### src/rtl/alu_ops_pkg.sv
//--------------------------------------------------------------------------
// ALU stage shared types
// Packet and configuration layouts, op and controller encodings, FIFO sizes
//--------------------------------------------------------------------------
`default_nettype none

package alu_ops_pkg;

    //--------------------------------------------------------------------------
    // Field widths
    //--------------------------------------------------------------------------
    typedef logic [31:0] data_t;
    typedef logic [15:0] addr_t;
    typedef logic [3:0]  node_id_t;
    typedef logic [1:0]  hops_t;
    typedef logic [15:0] count_t;

    //--------------------------------------------------------------------------
    // Packet layout
    //--------------------------------------------------------------------------
    typedef struct packed {
        node_id_t from;
        node_id_t to;
        hops_t    hops;
    } route_t;

    typedef struct packed {
        route_t route;
        addr_t  address;
    } packet_meta_t;

    typedef struct packed {
        packet_meta_t meta;
        data_t        data;
    } packet_t;

    //--------------------------------------------------------------------------
    // Operation select and run configuration
    //--------------------------------------------------------------------------
    typedef enum logic [2:0] {
        ALU_PASS = 3'd0,
        ALU_ADD  = 3'd1,
        ALU_SUB  = 3'd2,
        ALU_MUL  = 3'd3,
        ALU_XOR  = 3'd4,
        // Running sum over the run, operand ignored
        ALU_ACC  = 3'd5
    } alu_op_t;

    typedef struct packed {
        alu_op_t op;
        data_t   operand;
        route_t  route;
        count_t  count;
    } alu_config_t;

    // Run controller states
    typedef enum logic [2:0] {
        IDLE,
        LOAD,
        RUN,
        PAUSE,
        DRAIN
    } ctrl_state_t;

    // Buffer sizing for both packet FIFOs
    localparam int FIFO_DEPTH       = 16;
    localparam int FIFO_PROG_THRESH = 8;

endpackage : alu_ops_pkg

`default_nettype wire

### src/rtl/sync_fifo.sv
//--------------------------------------------------------------------------
// Synchronous FIFO
// Registered read data with a one-cycle valid pulse, programmable full flag
//--------------------------------------------------------------------------
`timescale 1ns/1ps
`default_nettype none

module sync_fifo #(
    parameter int WIDTH       = 32,
    parameter int DEPTH       = 16,
    parameter int PROG_THRESH = 8
) (
    input  logic             ap_clk,
    input  logic             areset_generator,
    input  logic             wr_en,
    input  logic [WIDTH-1:0] wr_data,
    input  logic             rd_en,
    output logic [WIDTH-1:0] rd_data,
    output logic             rd_valid,
    output logic             empty,
    output logic             full,
    output logic             prog_full
);

    localparam int PTR_W = (DEPTH > 1) ? $clog2(DEPTH) : 1;
    localparam int CNT_W = $clog2(DEPTH + 1);

    logic [WIDTH-1:0] mem [DEPTH];
    logic [PTR_W-1:0] wr_ptr;
    logic [PTR_W-1:0] rd_ptr;
    logic [CNT_W-1:0] occupancy;
    logic             do_write;
    logic             do_read;

    // Requests only take effect when there is room or data
    assign do_write = wr_en && !full;
    assign do_read  = rd_en && !empty;

    assign empty     = (occupancy == '0);
    assign full      = (occupancy == CNT_W'(DEPTH));
    assign prog_full = (occupancy >= CNT_W'(PROG_THRESH));

    always_ff @(posedge ap_clk) begin
        if (do_write) begin
            mem[wr_ptr] <= wr_data;
        end
        if (do_read) begin
            rd_data <= mem[rd_ptr];
        end
    end

    //--------------------------------------------------------------------------
    // Pointers, occupancy and read strobe
    //--------------------------------------------------------------------------
    always_ff @(posedge ap_clk) begin
        if (areset_generator) begin
            wr_ptr    <= '0;
            rd_ptr    <= '0;
            occupancy <= '0;
            rd_valid  <= 1'b0;
        end else begin
            rd_valid <= do_read;
            if (do_write) begin
                wr_ptr <= (wr_ptr == PTR_W'(DEPTH - 1)) ? '0 : wr_ptr + 1'b1;
            end
            if (do_read) begin
                rd_ptr <= (rd_ptr == PTR_W'(DEPTH - 1)) ? '0 : rd_ptr + 1'b1;
            end
            case ({do_write, do_read})
                2'b10:   occupancy <= occupancy + 1'b1;
                2'b01:   occupancy <= occupancy - 1'b1;
                default: occupancy <= occupancy;
            endcase
        end
    end

    // Upstream must respect the full flag
    assert property (@(posedge ap_clk) disable iff (areset_generator)
        !(wr_en && full))
        else $error("sync_fifo: write while full");

    // Every valid pulse answers a read request one cycle earlier
    assert property (@(posedge ap_clk) disable iff (areset_generator)
        rd_valid |-> $past(rd_en))
        else $error("sync_fifo: rd_valid without a read request");

endmodule : sync_fifo

`default_nettype wire

### src/rtl/alu_ops_kernel.sv
//--------------------------------------------------------------------------
// ALU kernel
// One registered result per valid data word, plus a per-run accumulator
//--------------------------------------------------------------------------
`timescale 1ns/1ps
`default_nettype none

module alu_ops_kernel (
    input  logic               ap_clk,
    input  logic               areset_generator,
    input  logic               run_active,
    input  alu_ops_pkg::alu_op_t op,
    input  alu_ops_pkg::data_t   operand,
    input  logic               data_valid,
    input  alu_ops_pkg::data_t   data,
    output alu_ops_pkg::data_t   result
);

    import alu_ops_pkg::*;

    data_t acc;
    data_t acc_sum;
    data_t result_next;

    // Sum including the current word
    assign acc_sum = acc + data;

    always_comb begin
        case (op)
            ALU_ADD: result_next = data + operand;
            ALU_SUB: result_next = data - operand;
            ALU_MUL: result_next = data * operand;
            ALU_XOR: result_next = data ^ operand;
            ALU_ACC: result_next = acc_sum;
            default: result_next = data;
        endcase
    end

    always_ff @(posedge ap_clk) begin
        if (data_valid) begin
            result <= result_next;
        end
    end

    // Accumulator is cleared between runs
    always_ff @(posedge ap_clk) begin
        if (areset_generator) begin
            acc <= '0;
        end else if (!run_active) begin
            acc <= '0;
        end else if (data_valid) begin
            acc <= acc_sum;
        end
    end

endmodule : alu_ops_kernel

`default_nettype wire

### src/rtl/alu_ops_control.sv
//--------------------------------------------------------------------------
// ALU run controller
// Accepts a configuration, pops input items and counts results to the end
//--------------------------------------------------------------------------
`timescale 1ns/1ps
`default_nettype none

module alu_ops_control (
    input  logic                   ap_clk,
    input  logic                   areset_generator,
    input  logic                   cfg_valid,
    input  alu_ops_pkg::alu_config_t cfg,
    input  logic                   in_empty,
    input  logic                   out_prog_full,
    input  logic                   result_push,
    output logic                   in_pop,
    output alu_ops_pkg::alu_op_t     op,
    output alu_ops_pkg::data_t       operand,
    output alu_ops_pkg::route_t      route,
    output logic                   run_active,
    output logic                   done
);

    import alu_ops_pkg::*;

    ctrl_state_t state;
    ctrl_state_t state_next;
    alu_config_t cfg_q;
    count_t      issued;
    count_t      pushed;

    assign op      = cfg_q.op;
    assign operand = cfg_q.operand;
    assign route   = cfg_q.route;

    assign done       = (state == IDLE);
    assign run_active = (state != IDLE);

    // Pop only with data available, items left and room downstream
    assign in_pop = (state == RUN) && !in_empty && (issued < cfg_q.count) && !out_prog_full;

    //--------------------------------------------------------------------------
    // State machine
    //--------------------------------------------------------------------------
    always_comb begin
        state_next = state;
        case (state)
            IDLE: begin
                if (cfg_valid) begin
                    state_next = LOAD;
                end
            end
            LOAD: state_next = RUN;
            RUN: begin
                if (issued == cfg_q.count) begin
                    state_next = DRAIN;
                end else if (out_prog_full) begin
                    state_next = PAUSE;
                end
            end
            PAUSE: begin
                if (!out_prog_full) begin
                    state_next = RUN;
                end
            end
            DRAIN: begin
                if (pushed == cfg_q.count) begin
                    state_next = IDLE;
                end
            end
            default: state_next = IDLE;
        endcase
    end

    always_ff @(posedge ap_clk) begin
        if (areset_generator) begin
            state  <= IDLE;
            issued <= '0;
            pushed <= '0;
        end else begin
            state <= state_next;
            if (state == LOAD) begin
                issued <= '0;
                pushed <= '0;
            end else begin
                if (in_pop) begin
                    issued <= issued + 1'b1;
                end
                if (result_push) begin
                    pushed <= pushed + 1'b1;
                end
            end
        end
    end

    // Configuration captured on acceptance, held for the whole run
    always_ff @(posedge ap_clk) begin
        if (state == IDLE && cfg_valid) begin
            cfg_q <= cfg;
        end
    end

    assert property (@(posedge ap_clk) disable iff (areset_generator)
        in_pop |-> (state == RUN))
        else $error("alu_ops_control: pop outside RUN");

    // Results come back through the FIFO, kernel and result stage
    assert property (@(posedge ap_clk) disable iff (areset_generator)
        (state != LOAD) |-> (pushed <= issued))
        else $error("alu_ops_control: more results than issued items");

endmodule : alu_ops_control

`default_nettype wire

### src/rtl/alu_ops_result_stage.sv
//--------------------------------------------------------------------------
// ALU result stage
// Realigns packet metadata with the kernel result and pushes the packet
//--------------------------------------------------------------------------
`timescale 1ns/1ps
`default_nettype none

module alu_ops_result_stage (
    input  logic                    ap_clk,
    input  logic                    areset_generator,
    input  logic                    item_valid,
    input  alu_ops_pkg::packet_meta_t item_meta,
    input  alu_ops_pkg::route_t       route,
    input  alu_ops_pkg::data_t        result,
    output logic                    push,
    output alu_ops_pkg::packet_t      packet
);

    import alu_ops_pkg::*;

    logic  item_valid_d;
    addr_t address_d;

    //--------------------------------------------------------------------------
    // Match kernel latency
    //--------------------------------------------------------------------------
    always_ff @(posedge ap_clk) begin
        if (areset_generator) begin
            item_valid_d <= 1'b0;
        end else begin
            item_valid_d <= item_valid;
        end
    end

    always_ff @(posedge ap_clk) begin
        address_d <= item_meta.address;
    end

    //--------------------------------------------------------------------------
    // Packet build and push
    //--------------------------------------------------------------------------
    always_ff @(posedge ap_clk) begin
        if (areset_generator) begin
            push <= 1'b0;
        end else begin
            push <= item_valid_d;
        end
    end

    // Route comes from the configuration, address from the input item
    always_ff @(posedge ap_clk) begin
        if (item_valid_d) begin
            packet.meta.route   <= route;
            packet.meta.address <= address_d;
            packet.data         <= result;
        end
    end

endmodule : alu_ops_result_stage

`default_nettype wire

### src/rtl/alu_ops_generator.sv
//--------------------------------------------------------------------------
// ALU stage top level
// Input FIFO, run controller, kernel, result stage and output FIFO
//--------------------------------------------------------------------------
`timescale 1ns/1ps
`default_nettype none

module alu_ops_generator (
    input  logic                   ap_clk,
    input  logic                   areset_generator,
    input  logic                   cfg_valid,
    input  alu_ops_pkg::alu_config_t cfg,
    input  logic                   in_push,
    input  alu_ops_pkg::packet_t     in_packet,
    output logic                   in_prog_full,
    input  logic                   out_ready,
    output logic                   out_valid,
    output alu_ops_pkg::packet_t     out_packet,
    output logic                   done
);

    import alu_ops_pkg::*;

    // Input side
    packet_t item_packet;
    logic    item_valid;
    logic    in_empty;
    logic    in_pop;

    // Controller outputs
    alu_op_t op;
    data_t   operand;
    route_t  route;
    logic    run_active;

    // Result side
    data_t   result;
    logic    result_push;
    packet_t result_packet;
    logic    out_prog_full;

    //--------------------------------------------------------------------------
    // Input packet FIFO
    //--------------------------------------------------------------------------
    sync_fifo #(
        .WIDTH       ($bits(packet_t)),
        .DEPTH       (FIFO_DEPTH),
        .PROG_THRESH (FIFO_PROG_THRESH)
    ) u_in_fifo (
        .ap_clk           (ap_clk),
        .areset_generator (areset_generator),
        .wr_en            (in_push),
        .wr_data          (in_packet),
        .rd_en            (in_pop),
        .rd_data          (item_packet),
        .rd_valid         (item_valid),
        .empty            (in_empty),
        .full             (),
        .prog_full        (in_prog_full)
    );

    alu_ops_control u_control (
        .ap_clk           (ap_clk),
        .areset_generator (areset_generator),
        .cfg_valid        (cfg_valid),
        .cfg              (cfg),
        .in_empty         (in_empty),
        .out_prog_full    (out_prog_full),
        .result_push      (result_push),
        .in_pop           (in_pop),
        .op               (op),
        .operand          (operand),
        .route            (route),
        .run_active       (run_active),
        .done             (done)
    );

    alu_ops_kernel u_kernel (
        .ap_clk           (ap_clk),
        .areset_generator (areset_generator),
        .run_active       (run_active),
        .op               (op),
        .operand          (operand),
        .data_valid       (item_valid),
        .data             (item_packet.data),
        .result           (result)
    );

    alu_ops_result_stage u_result_stage (
        .ap_clk           (ap_clk),
        .areset_generator (areset_generator),
        .item_valid       (item_valid),
        .item_meta        (item_packet.meta),
        .route            (route),
        .result           (result),
        .push             (result_push),
        .packet           (result_packet)
    );

    //--------------------------------------------------------------------------
    // Output packet FIFO, drained by the consumer
    //--------------------------------------------------------------------------
    sync_fifo #(
        .WIDTH       ($bits(packet_t)),
        .DEPTH       (FIFO_DEPTH),
        .PROG_THRESH (FIFO_PROG_THRESH)
    ) u_out_fifo (
        .ap_clk           (ap_clk),
        .areset_generator (areset_generator),
        .wr_en            (result_push),
        .wr_data          (result_packet),
        .rd_en            (out_ready),
        .rd_data          (out_packet),
        .rd_valid         (out_valid),
        .empty            (),
        .full             (),
        .prog_full        (out_prog_full)
    );

endmodule : alu_ops_generator

`default_nettype wire

### config.mk
export PLATFORM = sky130hd
export DESIGN_NAME = alu_ops_generator
export DESIGN_NICKNAME = d
export VERILOG_FILES = /design/src/rtl/alu_ops_pkg.sv /design/src/rtl/sync_fifo.sv /design/src/rtl/alu_ops_kernel.sv /design/src/rtl/alu_ops_control.sv /design/src/rtl/alu_ops_result_stage.sv /design/src/rtl/alu_ops_generator.sv
export SDC_FILE = /design/constraint.sdc
export NUM_CORES = 2
export LEC_CHECK = 0
export BUFFER_PORTS_ARGS = -buffer_cell sky130_fd_sc_hd__clkbuf_2
export CAP_MARGIN = 10
export CORE_AREA = 10 10 564 345
export DETAILED_ROUTE_END_ITERATION = 6
export DIE_AREA = 0 0 574 355
export PLACE_DENSITY_LB_ADDON = 0.3
export SLEW_MARGIN = 15
export SYNTH_ARGS = -nofsm -noshare
export SYNTH_HDL_FRONTEND = slang
export SYNTH_HIERARCHICAL = 1
export SYNTH_SLANG_ARGS = --single-unit
### constraint.sdc
create_clock -name ap_clk -period 7.85 [get_ports ap_clk]
set_clock_uncertainty 0.2 [all_clocks]
set_input_delay 1.1775 -clock ap_clk [delete_from_list [all_inputs] [get_ports ap_clk]]
set_output_delay 1.1775 -clock ap_clk [all_outputs]
set_load 0.03 [all_outputs]
-- Word-level counts from Yosys, hierarchy flattened
Memory sizes are Yosys's and may differ from the RTL's. A register that Yosys moved wholly into a read port is not among the register bits.
Index checks and enable logic that the tools add are counted.
- memory bits (writable): 1856
- output and inout bits: 61
- input bits: 124
- memories: 2
- register bits after elaboration: 264
- equality and inequality tests: 25
- bitwise logic cells: 2
- magnitude comparators: 3
- reduce and logical (&&, ||, !) cells: 22
- add/sub/neg operators: 13
- $mul: 1
- mux-type cells: 17
- memories (memory ; words ; width ; read ports ; clocked after memory_dff ; write ports ; line ; text):
    u_in_fifo.mem ; 16 ; 58 ; 1 ; 1 ; 1 ; sync_fifo.sv:28 ; logic [WIDTH-1:0] mem [DEPTH];
    u_out_fifo.mem ; 16 ; 58 ; 1 ; 1 ; 1 ; sync_fifo.sv:28 ;
- operator list (kind ; number):
    32-bit one-hot mux with 5 select lines ; 1
    32-bit adder ; 2
    16-bit by 1-bit adder with 16-bit output (second input constant) ; 2
    16-bit equality test ; 2
    32-bit by 32-bit multiplier with 32-bit output ; 1
    32-bit subtractor ; 1
    32-bit XOR ; 1
    5-bit one-hot mux with 2 select lines ; 2
    4-bit by 1-bit adder with 4-bit output (second input constant) ; 4
    4-bit equality test (second input constant) ; 4
    16-bit < comparator ; 1
    4-bit 2-to-1 mux ; 4
    3-bit 2-to-1 mux ; 5
    3-bit one-hot mux with 5 select lines ; 1
    3-bit by 2-bit equality test with 1-bit output (second input constant) ; 4
    5-bit by 1-bit adder with 5-bit output (second input constant) ; 2
    5-bit equality test (second input constant) ; 2
    5-bit by 4-bit >= comparator with 1-bit output (second input constant) ; 2
    5-bit logical NOT ; 2
    5-bit by 1-bit subtractor with 5-bit output (second input constant) ; 2
    3-bit equality test (second input constant) ; 3
    1-bit logical AND ; 8
    3-bit by 1-bit equality test with 1-bit output (second input constant) ; 2
    1-bit logical NOT ; 5
    12 further kinds ; 20

-- Longest topological paths before layout
- word-level depth: 8
- mapped depth: 28

-- Hierarchy
Netlist, hierarchy kept.
- modules (own cells, without submodules) (module ; sequential area each (µm²) ; area an instance (µm²) ; cells each ; times used):
    sync_fifo at u_out_fifo ; 29888.7 ; 37213.2 ; 1581 ; 1
    sync_fifo at u_in_fifo ; 29888.7 ; 37211.9 ; 1581 ; 1
    alu_ops_kernel ; 1601.5 ; 23401.2 ; 2749 ; 1
    alu_ops_control ; 2532.4 ; 4466.8 ; 389 ; 1
    alu_ops_result_stage ; 2102.0 ; 2114.5 ; 78 ; 1

-- Least setup slack after synthesis
OpenSTA, ideal clock, no wires.
- path kind: reg-to-reg
- start: register u_control.cfg_q (netlist bit u_control/operand[2])
- end: register u_kernel.result[28], data pin
- path buffers: 3
- required time: 7.376 ns
- data arrival time: 7.123 ns
- clock period less this slack: 7.597 ns
- path slack: 0.253 ns
- cell stages (with the launch flop): 25
- cells stage by stage: edfxtp_1 -> buf_4 -> clkbuf_1 -> clkbuf_1 -> and2_1 -> fa_1 -> inv_1 -> fa_1 -> fa_1 -> fa_1 -> inv_1 -> fa_1 -> fa_1 -> fa_1 -> fa_1 -> ha_1 -> a211oi_1 -> nand2_1 -> o2111ai_1 -> nand3_1 -> o31ai_1 -> mux2_2 -> nor4_1 -> nor3b_1 -> a211oi_1
- longest elaborated chain between the ends: 2
- RTL lines (item ; line ; text):
    start, declared ; alu_ops_control.sv:28 ; alu_config_t cfg_q;
    start signal, assigned ; alu_ops_control.sv:99 ; cfg_q <= cfg;
    32-bit by 32-bit multiplier with 32-bit output, or another cell as far along ; alu_ops_kernel.sv:32 ; ALU_MUL: result_next = data * operand;
    32-bit one-hot mux with 5 select lines * ; alu_ops_kernel.sv:29 ; case (op)
    named net u_kernel.result_next[28] ; alu_ops_kernel.sv:23 ; data_t result_next;
    end signal, assigned ; alu_ops_kernel.sv:41 ; result <= result_next;
    end, declared ; alu_ops_kernel.sv:16 ; output alu_ops_pkg::data_t result
The timed path passes the listed nets; every way through them passes the cells marked *.
A chain may end at the register's enable or synchronous reset.

-- Final worst setup path
- start: register u_in_fifo.rd_data[18], read port of u_in_fifo.mem
- end: register u_kernel.result[21], data pin
- longest elaborated chain between the ends: 2
- RTL lines (item ; line ; text):
    start, declared ; sync_fifo.sv:18 ; output logic [WIDTH-1:0] rd_data,
    32-bit by 32-bit multiplier with 32-bit output, or another cell as far along ; alu_ops_kernel.sv:32 ;
    32-bit one-hot mux with 5 select lines * ; alu_ops_kernel.sv:29 ;
    named net u_kernel.result_next[21] ; alu_ops_kernel.sv:23 ;
Marks and branches as above.

==> qor.yml <==
global_route:
  grt_max_degree: 146
  number_of_antenna_violations_at_the_first_check_in_global_routing: 20
  grt.total_usage: 0.2358
  number_of_global_route_vias_before_repair: 54730
  grt_remaining_overflow: 0
  grt_first_pass_wirelength_um: 364600
clock_network:
  clock_latency_ns: 0.87
  clkTransAtPathRegs_ns: 0.07
  clockBufferDepth: 4
  clockRootBuffer: "clkbuf_16"
  cts_made_buffers: 187
  cts_tree: "done"
  clock_tree.htree_level_count: 4
  clock_sink_count: 2066
  cts_hold_repair.buffers: 0
drt:
  drt_pass1_iterations: 5
  route.detailed.wl_per_inst_um: 27.17
  first_iter_violations: 6242
  vias_per_cell: 6.072
  vias: 54470
  drt_wl_total_um: 243700
  antenna_left: 0
  route.detailed.drc: 0
die:
  die_y_um: 355
  placeable_area_um2: 183800
  start_util: 0.5343
  die_w_um: 574
  fp.dieArea_um2: 203800
  io_pins: 185
  placement_rows: 122
pwr:
  total_leakage_power_nw: 37.72
  irDropWorstVdd_mv: 0.9582
  power_dens_cells_nw_per_um2: 363.8
place:
  port_buffers: 174
  place.detailed.hpwl_um: 147900
  post_dp_cell_area_um2: 102500
  place_congestion: 0.9370
sta:
  totalNegativeSetupSlack_ns: 0
  layout_min_cycle_time_ns: 7.760
  grt_setup_unrepaired: "yes"
  maxSlewViolCount: 0
  final_period_util: 0.9886
  final_hold_violations: 0
  fin_worst_hold_slack_ns: 0.1433
  fmaxAchievable_mhz: 128.9
  max-slew-margin-rel: 0.2090
  worst-slew-pin-transition_ns: 1.186
  final-setup-viol-count: 0
critical_path:
  timing.critical_path.to: "u_kernel/result[21]"
  crit_path_cell_trace: "buf_4, and2_1, fa_1, inv_1, fa_1, fa_1, fa_1, inv_1, fa_1, fa_1, fa_1, fa_1, ha_1, nand2_1, nor2_1, nand2_1, a21oi_2, or2_4, xnor2_1, o21ai_0, a22oi_1, o211ai_1"
  path_depth: 22
  capture_instance_of_the_worst_register_to_register_path: "u_kernel/result[21]"
  r2r_slack_ns: 0.09
  setup.worst_path.start: "u_in_fifo/rd_data[18]"
  crit_path_max_fanout: 8
  worst_r2r_startpoint: "u_in_fifo/rd_data[18]"
  timing.critical_path.slowest_cell_delay_ns: 0.57
  critPathRequiredTime_ns: 8.16
  timing.critical_path.slowest_stage_cell: "fa_1"
  worst-setup-path-type: "flip-flop to flip-flop"
  startpoint_class_of_the_critical_path: "flip-flop"
  worst_path_most_repeated_cell: "fa_1"
  worst_endpoint_data_arrival_time_ns: 8.07
  r2r.worst_path.cells: 22
  setup.worst_path.end_class: "flip-flop"
  combined_buffer_and_inverter_count_along_the_critical_path: 3
  critical-path-top-delay-family: "adder cells"
final_layout:
  syn_to_final_growth_pct: 10.61
  postLayoutCoreUtil: 0.5910
  layout-drive-gt1-share: 0.1783
  layout.cells.most_common_list: "1,953 x edfxtp_1, 454 x nand2_1, 442 x inv_1, 424 x mux4_2, 408 x fa_1"
  stdcell_area_um2: 108600
  layout.cells.most_common: "edfxtp_1"
  nNetsFinal: 7112
run_status:
  outcome: "finished, final reports clean"
synthesis:
  mappedNetlistNets: 6908
  syn-cell-area_um2: 98200
  postSynthCellCount: 6134
  syn_avg_cell_area_um2: 16.01
  yosys_warnings: 6
flow_run:
  cap_violations: 0
min_path:
  hold_path.class: "flip-flop to flip-flop"
-- power by group --
part	leakage (nW)	internal, mW	switching, mW
logic	16.4	7.79	10.8
clock network	2.81	4.84	3.97
registers	18.5	12.1	0.0760
total	37.7	24.7	14.8
-- sequential cells by signal, indices dropped and copies added (netlist names), 4 cells and up --
signal / flops
u_out_fifo/mem: 928
u_in_fifo/mem: 768
u_out_fifo/rd_data: 58
u_result_stage/packet: 58
u_in_fifo/rd_data: 48
u_control/operand: 32
u_kernel/acc: 32
u_kernel/result: 32
u_control/cfg_q: 16
u_control/issued: 16
u_control/pushed: 16
u_result_stage/address_d: 16
u_control/route: 10
u_in_fifo/occupancy: 5
u_out_fifo/occupancy: 5
u_in_fifo/rd_ptr: 4
u_in_fifo/wr_ptr: 4
u_out_fifo/rd_ptr: 4
u_out_fifo/wr_ptr: 4
-- cell type report --
class | instances | area (um^2)
fillers | 13590 | 75170
flip-flops and latches | 2066 | 60930
multi-input cells | 3256 | 34360
clock buffers | 242 | 4991
well taps | 2480 | 3103
repair buffers | 385 | 2773
inverters | 442 | 1659
clock inverters | 92 | 775.7
diodes | 7 | 17.52
-- metrics by stage --
stage	std cells	setup slack [ns]	power, mW
6_report	8970	0.08966	39.51
5_1_grt	8967	-0.02557	41.40
4_1_cts	8957	0.007907	37.73
3_5_place_dp	8618	-0.4013	28.70
3_3_place_gp	8618	-0.3768	28.48
2_1_floorplan	6134	0.2534	22.51
-- worst register-to-register path, stage by stage, from the launching register on --
cell      delay (ns)
edfxtp_1        0.54
buf_4           0.21
and2_1          0.15
fa_1            0.55
inv_1           0.05
fa_1            0.50
fa_1            0.47
fa_1            0.55
inv_1           0.05
fa_1            0.47
fa_1            0.57
fa_1            0.44
fa_1            0.51
ha_1            0.42
nand2_1         0.09
nor2_1          0.19
nand2_1         0.10
a21oi_2         0.25
or2_4           0.20
xnor2_1         0.13
o21ai_0         0.13
a22oi_1         0.39
o211ai_1        0.26
-- how the worst min path moves through the flow --
| stage | depth (start not counted) | start | to |
|---|---|---|---|
| floorplan | 0 | u_in_fifo/rd_data[32] | u_result_stage/address_d[0] |
| global placement | 0 | u_in_fifo/rd_data[45] | u_result_stage/address_d[13] |
| detailed placement | 0 | u_in_fifo/rd_data[45] | u_result_stage/address_d[13] |
| CTS | 0 | u_in_fifo/rd_data[33] | u_result_stage/address_d[1] |
| global route | 0 | u_in_fifo/rd_data[33] | u_result_stage/address_d[1] |
| finish | 0 | u_in_fifo/rd_data[32] | u_result_stage/address_d[0] |
-- timing repair --
action,4_1_cts,5_1_grt
pin swaps,1,9
cloned,0,1
buffers inserted,5,5
endpoints found under the setup margin,3,11
gates resized for setup,8,25
-- layer usage --
layer	routed length, um	vias to the layer above	part of all wire	GRT usage
met5	89	-	0.00037	0
met4	4499	12	0.018	0.04274
met3	29670	312	0.12	0.07102
met2	105500	2928	0.43	0.3410
met1	104000	28010	0.43	0.3589
li1	-	23200	-	-
(Power assumes the default switching activity.)
